[src/verilog/rob_pkg.sv]
// Sizes for the reorder buffer; N_ENTRIES and N_BANKS must be powers of two, N_BANKS < N_ENTRIES
package rob_pkg;

    // Ring of entries handed out to the client
    localparam int N_ENTRIES = 16;
    localparam int IDX_BITS = $clog2(N_ENTRIES);

    // Interleaved storage, low index bits pick the bank
    localparam int N_BANKS = 4;
    localparam int BANK_BITS = $clog2(N_BANKS);
    localparam int BANK_ROWS = N_ENTRIES / N_BANKS;

    // Payload widths
    localparam int DATA_BITS = 32;
    localparam int META_BITS = 4;

    // Slots held back before alloc permission drops
    localparam int MIN_FREE_SLOTS = 1;

    // Output queue, must be a power of two deep
    localparam int OUT_DEPTH = 4;
    localparam int OUT_THRESHOLD = 2;

    typedef logic [IDX_BITS-1:0] idx_t;
    typedef logic [IDX_BITS-BANK_BITS-1:0] row_t;
    typedef logic [DATA_BITS-1:0] data_t;
    typedef logic [META_BITS-1:0] meta_t;

endpackage

[src/verilog/rob_if.sv]
// Write side of the buffer; meta is written at alloc time, data later at any allocated index
interface rob_wr_if import rob_pkg::*; ();

    // Allocation, stores meta-data at the new index
    logic  meta_en;
    idx_t  meta_idx;
    meta_t meta;

    // Response write, any order
    logic  data_en;
    idx_t  data_idx;
    data_t data;

    // Top level fills everything from its ports
    modport source (
        output meta_en, meta_idx, meta,
        output data_en, data_idx, data
    );

    // Control only tracks arrival
    modport ctrl (
        input data_en, data_idx
    );

    // Banks store both halves of an entry
    modport bank (
        input meta_en, meta_idx, meta,
        input data_en, data_idx, data
    );

endinterface

[src/verilog/rob_ctrl.sv]
// Single alloc per cycle; oldest_rdy lags a data write by at least two cycles
module rob_ctrl import rob_pkg::*; (
    input  logic   clk,
    input  logic   reset,
    rob_wr_if.ctrl wr,
    input  logic   alloc,
    output logic   not_full,
    output idx_t   alloc_idx,
    input  logic   oldest_deq,
    output logic   oldest_rdy,
    output idx_t   oldest_idx
);

    // Ring pointers
    idx_t newest;
    idx_t oldest;

    // Occupancy with one extra bit so the compare never wraps
    idx_t occupied;
    logic [IDX_BITS:0] occ_ext;

    // Arrival tracking
    logic [N_ENTRIES-1:0] valid_next;
    logic [N_ENTRIES-1:0] valid_q;
    logic [1:0] valid_sub_q;
    logic oldest_deq_q;
    idx_t oldest_q;
    logic reset_q;

    assign alloc_idx = newest;
    assign oldest_idx = oldest;

    // Keep MIN_FREE_SLOTS entries unallocated
    assign occupied = newest - oldest;
    assign occ_ext = {1'b0, occupied} + (IDX_BITS + 1)'(MIN_FREE_SLOTS);
    assign not_full = occ_ext < (IDX_BITS + 1)'(N_ENTRIES);

    always_ff @(posedge clk)
    begin
        if (reset)
        begin
            newest <= '0;
            oldest <= '0;
        end
        else
        begin
            if (alloc)
                newest <= newest + 1'b1;
            if (oldest_deq)
                oldest <= oldest + 1'b1;
        end
    end

    // Next valid vector
    always_comb
    begin
        valid_next = valid_q;
        // Dequeued entry is cleared a cycle late
        if (oldest_deq_q)
            valid_next[oldest_q] = 1'b0;
        // A new arrival wins over the clear
        if (wr.data_en)
            valid_next[wr.data_idx] = 1'b1;
    end

    // Delayed local reset for the wide valid vector
    always_ff @(posedge clk)
    begin
        reset_q <= reset;
    end

    always_ff @(posedge clk)
    begin
        if (reset_q)
        begin
            valid_q <= '0;
            valid_sub_q <= 2'b00;
            oldest_deq_q <= 1'b0;
        end
        else
        begin
            valid_q <= valid_next;
            oldest_deq_q <= oldest_deq;
            // Bit 0 for the current oldest, bit 1 for the one after it
            valid_sub_q <= {valid_q[idx_t'(oldest + 1'b1)], valid_q[oldest]};
        end
        oldest_q <= oldest;
    end

    // If the last cycle dequeued, the next entry is now oldest
    assign oldest_rdy = valid_sub_q[oldest_deq_q];

    // Client must respect not_full
    a_no_overflow: assert property (@(posedge clk) disable iff (reset)
        alloc |-> (idx_t'(newest + 1'b1) != oldest));

    // Drain only takes entries that have arrived
    a_deq_ready: assert property (@(posedge clk) disable iff (reset)
        oldest_deq |-> oldest_rdy);

endmodule

[src/verilog/rob_bank.sv]
// One interleaved bank; data must not be written in the cycle its entry is allocated
module rob_bank import rob_pkg::*; #(
    parameter int BANK_ID = 0
) (
    input  logic   clk,
    rob_wr_if.bank wr,
    input  row_t   read_row,
    output data_t  rd_data,
    output meta_t  rd_meta
);

    data_t data_mem [BANK_ROWS];
    meta_t meta_mem [BANK_ROWS];

    logic meta_hit;
    logic data_hit;
    row_t meta_row;
    row_t data_row;

    // Low index bits select the bank, upper bits the row
    assign meta_hit = wr.meta_en && (wr.meta_idx[BANK_BITS-1:0] == BANK_BITS'(BANK_ID));
    assign data_hit = wr.data_en && (wr.data_idx[BANK_BITS-1:0] == BANK_BITS'(BANK_ID));
    assign meta_row = wr.meta_idx[IDX_BITS-1:BANK_BITS];
    assign data_row = wr.data_idx[IDX_BITS-1:BANK_BITS];

    always_ff @(posedge clk)
    begin
        if (meta_hit)
            meta_mem[meta_row] <= wr.meta;
        if (data_hit)
            data_mem[data_row] <= wr.data;
    end

    // Registered read, one cycle after read_row
    always_ff @(posedge clk)
    begin
        rd_data <= data_mem[read_row];
        rd_meta <= meta_mem[read_row];
    end

    // Response may not land on the entry being allocated
    a_no_collide: assert property (@(posedge clk)
        !(meta_hit && data_hit && (meta_row == data_row)));

endmodule

[src/verilog/rob_drain.sv]
// Drains ready entries into the output queue; word lands in the queue two cycles after oldest_deq
module rob_drain import rob_pkg::*; (
    input  logic  clk,
    input  logic  reset,
    input  logic  oldest_rdy,
    input  idx_t  oldest_idx,
    output logic  oldest_deq,
    output row_t  read_row,
    input  data_t bank_data [N_BANKS],
    input  meta_t bank_meta [N_BANKS],
    input  logic  deq_en,
    output logic  not_empty,
    output data_t first,
    output meta_t first_meta
);

    typedef logic [$clog2(OUT_DEPTH)-1:0] ptr_t;
    typedef logic [$clog2(OUT_DEPTH):0] cnt_t;

    // Read pipeline
    logic deq_q;
    logic deq_qq;
    logic [BANK_BITS-1:0] sel_q;
    data_t word_q;
    meta_t meta_q;

    // Output queue
    data_t q_data [OUT_DEPTH];
    meta_t q_meta [OUT_DEPTH];
    ptr_t wr_ptr;
    ptr_t rd_ptr;
    cnt_t count;
    logic push;

    // Threshold leaves room for the two words still in flight
    assign oldest_deq = oldest_rdy && (count < cnt_t'(OUT_THRESHOLD));
    assign read_row = oldest_idx[IDX_BITS-1:BANK_BITS];

    always_ff @(posedge clk)
    begin
        if (reset)
        begin
            deq_q <= 1'b0;
            deq_qq <= 1'b0;
        end
        else
        begin
            deq_q <= oldest_deq;
            deq_qq <= deq_q;
        end
        // Bank number follows the row read
        sel_q <= oldest_idx[BANK_BITS-1:0];
        // Bank output is valid now, pick the addressed one
        word_q <= bank_data[sel_q];
        meta_q <= bank_meta[sel_q];
    end

    assign push = deq_qq;

    always_ff @(posedge clk)
    begin
        if (push)
        begin
            q_data[wr_ptr] <= word_q;
            q_meta[wr_ptr] <= meta_q;
        end
    end

    always_ff @(posedge clk)
    begin
        if (reset)
        begin
            wr_ptr <= '0;
            rd_ptr <= '0;
            count <= '0;
        end
        else
        begin
            if (push)
                wr_ptr <= wr_ptr + 1'b1;
            if (deq_en)
                rd_ptr <= rd_ptr + 1'b1;
            if (push && !deq_en)
                count <= count + 1'b1;
            else if (!push && deq_en)
                count <= count - 1'b1;
        end
    end

    // Head of the queue
    assign not_empty = (count != '0);
    assign first = q_data[rd_ptr];
    assign first_meta = q_meta[rd_ptr];

    // In-flight words always find a free slot
    a_no_q_overflow: assert property (@(posedge clk) disable iff (reset)
        push |-> ((count < cnt_t'(OUT_DEPTH)) || deq_en));

    // Consumer must wait for not_empty
    a_no_q_underflow: assert property (@(posedge clk) disable iff (reset)
        deq_en |-> not_empty);

endmodule

[src/verilog/rob_top.sv]
// Reorder buffer top; one alloc per cycle, writes always accepted, alloc only while not_full
module rob_top import rob_pkg::*; (
    input  logic  clk,
    input  logic  reset,
    input  logic  alloc,
    input  meta_t alloc_meta,
    output logic  not_full,
    output idx_t  alloc_idx,
    input  logic  wr_en,
    input  idx_t  wr_idx,
    input  data_t wr_data,
    input  logic  deq_en,
    output logic  not_empty,
    output data_t first,
    output meta_t first_meta
);

    rob_wr_if wr ();

    logic oldest_deq;
    logic oldest_rdy;
    idx_t oldest_idx;
    row_t read_row;
    data_t bank_data [N_BANKS];
    meta_t bank_meta [N_BANKS];

    // Ports onto the write interface
    assign wr.meta_en = alloc;
    assign wr.meta_idx = alloc_idx;
    assign wr.meta = alloc_meta;
    assign wr.data_en = wr_en;
    assign wr.data_idx = wr_idx;
    assign wr.data = wr_data;

    rob_ctrl u_ctrl (
        .clk        (clk),
        .reset      (reset),
        .wr         (wr),
        .alloc      (alloc),
        .not_full   (not_full),
        .alloc_idx  (alloc_idx),
        .oldest_deq (oldest_deq),
        .oldest_rdy (oldest_rdy),
        .oldest_idx (oldest_idx)
    );

    // Consecutive indices go to different banks
    for (genvar b = 0; b < N_BANKS; b++)
    begin : g_bank
        rob_bank #(
            .BANK_ID (b)
        ) u_bank (
            .clk      (clk),
            .wr       (wr),
            .read_row (read_row),
            .rd_data  (bank_data[b]),
            .rd_meta  (bank_meta[b])
        );
    end

    rob_drain u_drain (
        .clk        (clk),
        .reset      (reset),
        .oldest_rdy (oldest_rdy),
        .oldest_idx (oldest_idx),
        .oldest_deq (oldest_deq),
        .read_row   (read_row),
        .bank_data  (bank_data),
        .bank_meta  (bank_meta),
        .deq_en     (deq_en),
        .not_empty  (not_empty),
        .first      (first),
        .first_meta (first_meta)
    );

endmodule

[config.mk]
export PLATFORM = sky130hd
export DESIGN_NAME = rob_top
export DESIGN_NICKNAME = d
export VERILOG_FILES = /design/src/verilog/rob_pkg.sv /design/src/verilog/rob_if.sv /design/src/verilog/rob_ctrl.sv /design/src/verilog/rob_bank.sv /design/src/verilog/rob_drain.sv /design/src/verilog/rob_top.sv
export SDC_FILE = /design/constraint.sdc
export NUM_CORES = 1
export LEC_CHECK = 0
export ABC_AREA = 1
export BUFFER_PORTS_ARGS = -buffer_cell sky130_fd_sc_hd__buf_2
export CAP_MARGIN = 40
export CORE_UTILIZATION = 60
export CTS_CLUSTER_SIZE = 8
export DETAILED_ROUTE_END_ITERATION = 6
export PLACE_DENSITY_LB_ADDON = 0.25
export SYNTH_ARGS = -nofsm -noshare
export SYNTH_HDL_FRONTEND = slang
export SYNTH_SLANG_ARGS = --single-unit
[constraint.sdc]
create_clock -name clk -period 3.03 [get_ports clk]
set_clock_uncertainty 0.2 [all_clocks]
set_input_delay 0.1515 -clock clk [delete_from_list [all_inputs] [get_ports clk]]
set_output_delay 0.1515 -clock clk [all_outputs]
set_load 0.1 [all_outputs]
# Word level (Yosys, flattened, before mapping)
# Memory sizes are Yosys's and may differ from the RTL's. A register that Yosys moved wholly into a read port is not among the register bits.
# Cells that the tools add are included.
# W data, S select, Z words.
[totals] elab_cells=114 inputBits=45 ram_bits=720 mem_count=10 ff_bits=79
[op_classes] n_eq_ne=6 n_reduce_logical=19 n_lt_le_gt_ge=10 n_addsub=8 bitwise_logic=4 mux=42
[mem_list] memory="g_bank[0].u_bank.data_mem" depth=4 word_bits=32 rd=1 rd_clocked_by_memory_dff=1 write_ports=1 line_no="rob_bank.sv:12" source="data_t data_mem [BANK_ROWS];"
[mem_list] memory="g_bank[1].u_bank.data_mem" depth=4 word_bits=32 rd=1 rd_clocked_by_memory_dff=1 write_ports=1 line_no="rob_bank.sv:12"
[mem_list] memory="g_bank[2].u_bank.data_mem" depth=4 word_bits=32 rd=1 rd_clocked_by_memory_dff=1 write_ports=1 line_no="rob_bank.sv:12"
[mem_list] memory="g_bank[3].u_bank.data_mem" depth=4 word_bits=32 rd=1 rd_clocked_by_memory_dff=1 write_ports=1 line_no="rob_bank.sv:12"
[mem_list] memory="u_drain.q_data" depth=4 word_bits=32 rd=1 rd_clocked_by_memory_dff=1 write_ports=1 line_no="rob_drain.sv:28" source="data_t q_data [OUT_DEPTH];"
[mem_list] memory="g_bank[0].u_bank.meta_mem" depth=4 word_bits=4 rd=1 rd_clocked_by_memory_dff=1 write_ports=1 line_no="rob_bank.sv:13" source="meta_t meta_mem [BANK_ROWS];"
[mem_list] memory="+4 memories"
[op_table] op="$bmux W32 S2" n=1
[op_table] op="$mux W32" n=2
[op_table] op="$mux W16" n=2
[op_table] op="$mux W1" n=24
[op_table] op="$lt A4 B5 Y1 const B" n=4
[op_table] op="$and A16 B16 Y16" n=1
[op_table] op="$not A16 Y16" n=1
[op_table] op="$or A16 B16 Y16" n=1
[op_table] op="$logic_and A1 B1 Y1" n=13
[op_table] op="$add A4 B1 Y4 const B" n=2
[op_table] op="$bmux W1 S4" n=2
[op_table] op="$bmux W4 S2" n=1
[op_table] op="$demux W1 S4" n=2
[op_table] op="$eq A2 B2 Y1 const B" n=4
[op_table] op="$ge A4 B1 Y1 const B" n=2
[op_table] op="$mux W2" n=4
[op_table] op="$mux W4" n=2
[op_table] op="$mux W3" n=2
[op_table] op="$add A4 B1 Y5 const B" n=1
[op_table] op="$lt A5 B5 Y1 const B" n=1
[op_table] op="$add A2 B1 Y2 const B" n=2
[op_table] op="$eq A2 B1 Y1 const B" n=2
[op_table] op="$logic_not A2 Y1" n=2
[op_table] op="$sub A4 B4 Y4" n=1
[op_table] op="other kinds (9)" n=10

# Logic depth before layout (Yosys ltp)
[logic_depth] word_depth=9 mapped_depth=9 mapped_depth_nobuf=8

# Modules after synthesis
# From an unflattened synthesis, not the netlist that was laid out.
[hier_totals] cells_unflattened=3390 area_unflattened_um2=36965.5
[by_module_without_submodules] mod="rob_bank (g_bank[1].u_bank ...)" area_per_inst_um2=6901.6 n_inst=2 cells_per_inst=622
[by_module_without_submodules] mod="rob_drain" area_per_inst_um2=7638.6 n_inst=1 cells_per_inst=657
[by_module_without_submodules] mod="rob_bank (g_bank[0].u_bank)" area_per_inst_um2=6901.6 n_inst=1 cells_per_inst=624
[by_module_without_submodules] mod="rob_bank (g_bank[3].u_bank)" area_per_inst_um2=6876.6 n_inst=1 cells_per_inst=614
[by_module_without_submodules] mod="rob_ctrl" area_per_inst_um2=1745.4 n_inst=1 cells_per_inst=251

# Least setup slack after synthesis
# Ideal clock, no wire load.
[synth_path] kind="reg2out" startpoint="register u_ctrl.newest[0] (netlist: u_ctrl.alloc_idx[0])" endpoint="output port not_full" required_ns=2.678 slack_ns=-0.058 stages_incl_launch_ff=7 arrival_ns=2.736 cell_sequence="dfxtp_1 -> inv_1 -> ha_1 -> inv_1 -> fa_1 -> nor3b_1 -> nand3_1"
[synth_between] elab_chain_cells=3
[synth_rtl] element="start: declaration" line_no="rob_ctrl.sv:15" source="idx_t newest;"
[synth_rtl] element="start signal: assignment" line_no="rob_ctrl.sv:48" source="newest <= newest + 1'b1;"
[synth_rtl] element="$sub A4 B4 Y4" line_no="rob_ctrl.sv:34" source="assign occupied = newest - oldest;"
[synth_rtl] element="$add A4 B1 Y5" line_no="rob_ctrl.sv:35" source="assign occ_ext = {1'b0, occupied} + (IDX_BITS + 1)'(MIN_FREE_SLOTS);"
[synth_rtl] element="$lt A5 B5 Y1" line_no="rob_ctrl.sv:36" source="assign not_full = occ_ext < (IDX_BITS + 1)'(N_ENTRIES);"
[synth_rtl] element="end: declaration" line_no="rob_top.sv:7" source="output logic not_full,"
# No other way between the ends.

# Worst setup path after layout
[layout_path] startpoint="input port wr_idx[1]" endpoint="memory g_bank[3].u_bank.data_mem[2][15] (netlist name) (enable)"
[layout_between] elab_chain_cells=4
[layout_rtl] element="start: declaration" line_no="rob_top.sv:10" source="input idx_t wr_idx,"
[layout_rtl] element="$eq A2 B2 Y1" line_no="rob_bank.sv:22" source="assign data_hit = wr.data_en && (wr.data_idx[BANK_BITS-1:0] == BANK_BITS'(BANK_ID));"
[layout_rtl] element="$logic_and A1 B1 Y1" line_no="rob_bank.sv:22"
[layout_rtl] element="$mux W1" line_no="rob_bank.sv:30" source="if (data_hit)"
[layout_rtl] element="$mux W1 (implied by the code)" line_no="rob_bank.sv:31" source="data_mem[data_row] <= wr.data;"
[layout_rtl] element="end: declaration" line_no="rob_bank.sv:12"
# No other way between the ends.

==> summary.txt <==
Clock network
  – Max clock buf depth: 3
  – Post-CTS resize count: 0
  – TritonCTS Sinks: 943
  – H-tree depth: 4
  – Clock slew at reported path FFs: 0.05 ns
  – Post-CTS Hold Buffers: 50
  – Root Buffer: clkbuf_16
  – Worst-skew pair later-pin latency: 0.70 ns
  – Post-CTS setup buffers: 0
  – CTS tree: built
  – TritonCTS Buffers: 136

Worst hold path
  – Worst Hold Class: input port to register
  – Worst Hold Path EP: g_bank[0].u_bank.data_mem[3][1]
  – Hold Crit Depth: 4
  – Worst Min Path Start: wr_en

Detailed routing
  – Via density: 5.981
  – Final wirelength: 74150 µm
  – Pre-Repair DR Iteration Count: 5
  – DRC viols: 0
  – DR WL/cell: 21.77 µm
  – DR iter-0 viols: approximately 2100
  – Antenna Nets Post-Route: 0
  – Vias: ~20000

Final layout
  – Nets@finish: 2662
  – Multi-input gate area: between 6000 and 7000 µm²
  – Final Non-Filler Cells: 3406
  – Register area: roughly 26000 µm²
  – Most frequent cells in the layout: edfxtp_1, nor2_1, o21ai_0
  – Final instance area: 39080 µm²
  – Share of cells above drive strength 1: 0.1178
  – Syn-to-layout area delta: 17.60%
  – Commonest non-fill, non-tap cell in the layout: edfxtp_1
  – Post-layout util: 0.7205
  – Fillers: roughly 3300

Synthesis
  – FF+latch count, synth: 943
  – Syn_area_per_cell: 13.77 µm²
  – Distinct cells, synth: 33
  – Post-Syn Instances: 2414
  – Sequential-to-total area share from yosys stat: 0.7849
  – Synth Net Count: 2474
  – Mapped Area: between 30000 and 40000 µm²
  – Warnings, synthesis: 0

Global route
  – Remaining global-route overflow: 0
  – Pin count of the biggest net entering global routing: around 190
  – First-pass GRT wire length: 113300 µm
  – Vias in the first global route: 20060
  – Total track usage: 0.2667
  – Initial antenna violation count: 8

Critical path
  – CP Class: input port to register
  – CP max-delay cell: dlygate4sd3_1
  – CP Launch Type: input port
  – FF-to-FF End: u_ctrl.valid_q[6]
  – Reg2reg path depth: 6
  – Worst path bufs/invs: 6
  – Critical-path cell list: dlygate4sd3_1, buf_2, nand2_1, dlygate4sd3_1, nor2_1, dlygate4sd3_1, nand2_1, inv_2, buf_4
  – Worst path required time: 3.15 ns
  – Critical Path Sink Type: register
  – CP Max Fanout: 32
  – Critical R2R Launch: u_ctrl.oldest_q[1]
  – R2r setup slk: approximately 0.92 ns
  – CP top delay family: buffers and inverters
  – Critical path arrival: 3.01 ns
  – CP peak stage delay: 0.64 ns
  – Most common cell on crit path: dlygate4sd3_1

Floorplanning
  – Die width: 237.3 µm
  – Die area: between 50000 and 60000 µm²
  – Ports: 87
  – Core Area: around 54000 µm²
  – Initial Util: 0.6127
  – FP Rows: 85
  – Chip height: 237.3 µm

Timing
  – Worst slew pin tran: 0.8279 ns
  – FMAX: 345.7 MHz
  – Hold slack final: 0.04681 ns
  – Fin. Hold Viols: 0
  – Final Setup Violations: 0
  – TNS Setup: 0 ns
  – Relative slew slack: 0.4481
  – Final Slew Violations: 0
  – Period utilization: 0.9548
  – RSZ-0062 raised after global routing: no
  – Fin crit period: 2.893 ns
  – Final WS setup: 0.1371 ns

Power
  – Leakage Power: 13.61 nW
  – Pwr Total: between 30 and 40 mW
  – Pwr Density: about 850 nW/µm²
  – Worst IR Drop VDD: between 0.5 and 0.6 mV

Placed design
  – Post-place setup slack: 0.9162 ns
  – Post-DP HPWL: 39390 µm
  – Number of port buffers: 86
  – GPL Wtd Cong: ~0.85
  – Placed insts: 3110
  – Post-placement cell area: 34590 µm²

Run
  – Max Cap Viol: 0

Outcome
  – Status: completed
## area by class of cell
type                            instances  area share
Antenna cell                            2   0.0001281
Clock buffer                          235     0.09931
Clock inverter                          9    0.002689
Inverter                               75    0.007364
Multi-Input combinational cell       1257      0.1609
Sequential cell                       943      0.6677
Tap cell                              696     0.02228
Timing Repair Buffer                  189     0.03964
## sequential cells by signal, summed over array words and instances, names as in the netlist, 16 cells and up, named ones only
| signal | flops |
|---|---|
| g_bank.u_bank.rd_data | 128 |
| u_drain.word_q | 32 |
| g_bank.u_bank.meta_mem | 64 |
| u_drain.q_data | 128 |
| g_bank.u_bank.rd_meta | 16 |
| g_bank.u_bank.data_mem | 512 |
| u_drain.q_meta | 16 |
| u_ctrl.valid_q | 16 |
## kinds of logic (layout without fill, tap and decap cells)
kind of cell	Yosys count	count (layout)	share of synthesized area
AO/OA/AOI/OAI	663	663	0.1115
XOR/XNOR	4	4	0.001054
adder cells (fa/ha/maj)	15	15	0.006100
buffers and inverters	214	508	0.02907
flip-flops	943	943	0.7849
other	0	2	0
AND/OR/NAND/NOR	575	575	0.06736
## synth_stat cells
cell      count  area share
a21oi_1      32      0.0048
a22oi_1      59       0.013
a31oi_1       1     0.00019
buf_1         4     0.00045
buf_2        24      0.0036
buf_4        10      0.0023
buf_6        11      0.0037
buf_8         1     0.00045
clkbuf_1     88      0.0099
clkbuf_2      1     0.00015
clkinv_1      2     0.00023
dfxtp_1     223        0.13
edfxtp_1    720        0.65
fa_1          2      0.0012
ha_1         13      0.0049
inv_1        71      0.0080
inv_2         2     0.00023
nand2_1     113       0.013
nand3_1      45      0.0068
nand3_2       1     0.00030
nor2_1      409       0.046
nor2_2        3     0.00056
nor3_1        1     0.00015
nor3b_1       1     0.00023
nor4_1        1     0.00019
o21a_1        1     0.00023
o21ai_0     383       0.058
o21ai_1       3     0.00045
o22ai_1     180       0.034
o31ai_1       4     0.00090
or2_2         1     0.00019
xnor2_1       2     0.00053
xor2_1        2     0.00053
## how the worst max path moves through the flow
stage | depth (start not counted) | to | slack, ns | start
detailed placement | 7 | not_full | 0.92 | u_ctrl.alloc_idx[0]
floorplan | 6 | not_full | 0.25 | u_ctrl.alloc_idx[2]
CTS | 5 | not_full | 0.16 | u_ctrl.oldest_idx[1]
global placement | 8 | not_full | 0.90 | u_ctrl.oldest_idx[1]
finish | 9 | g_bank[3].u_bank.data_mem[2][15] | 0.14 | wr_idx[1]
global route | 8 | not_full | 0.06 | u_ctrl.oldest_idx[1]
## routing by layer
metal / wire [µm] / GRT usage / vias up
met2: 36120 / 0.4296 / 939
met1: 29890 / 0.3611 / 10000
met4: 1929 / 0.1060 / 4
met5: 29 / 0 / -
li1: - / - / 9268
met3: 6172 / 0.05249 / 158
## worst register-to-register path, stage by stage, from the launching register on
cell,delay (ns)
dfxtp_1,0.51
inv_1,0.15
nor2_4,0.42
buf_12,0.27
nand2_1,0.14
o21ai_1,0.18
a21oi_1,0.09
## where the power goes
group	switching [mW]	total (mW)	internal, mW	leakage, nW
clock	5.20	13.8	8.63	1.90
combinational	2.59	3.57	0.984	3.34
sequential	0.586	15.8	15.2	8.37
total	8.37	33.2	24.9	13.6
(Power assumes the default switching activity.)
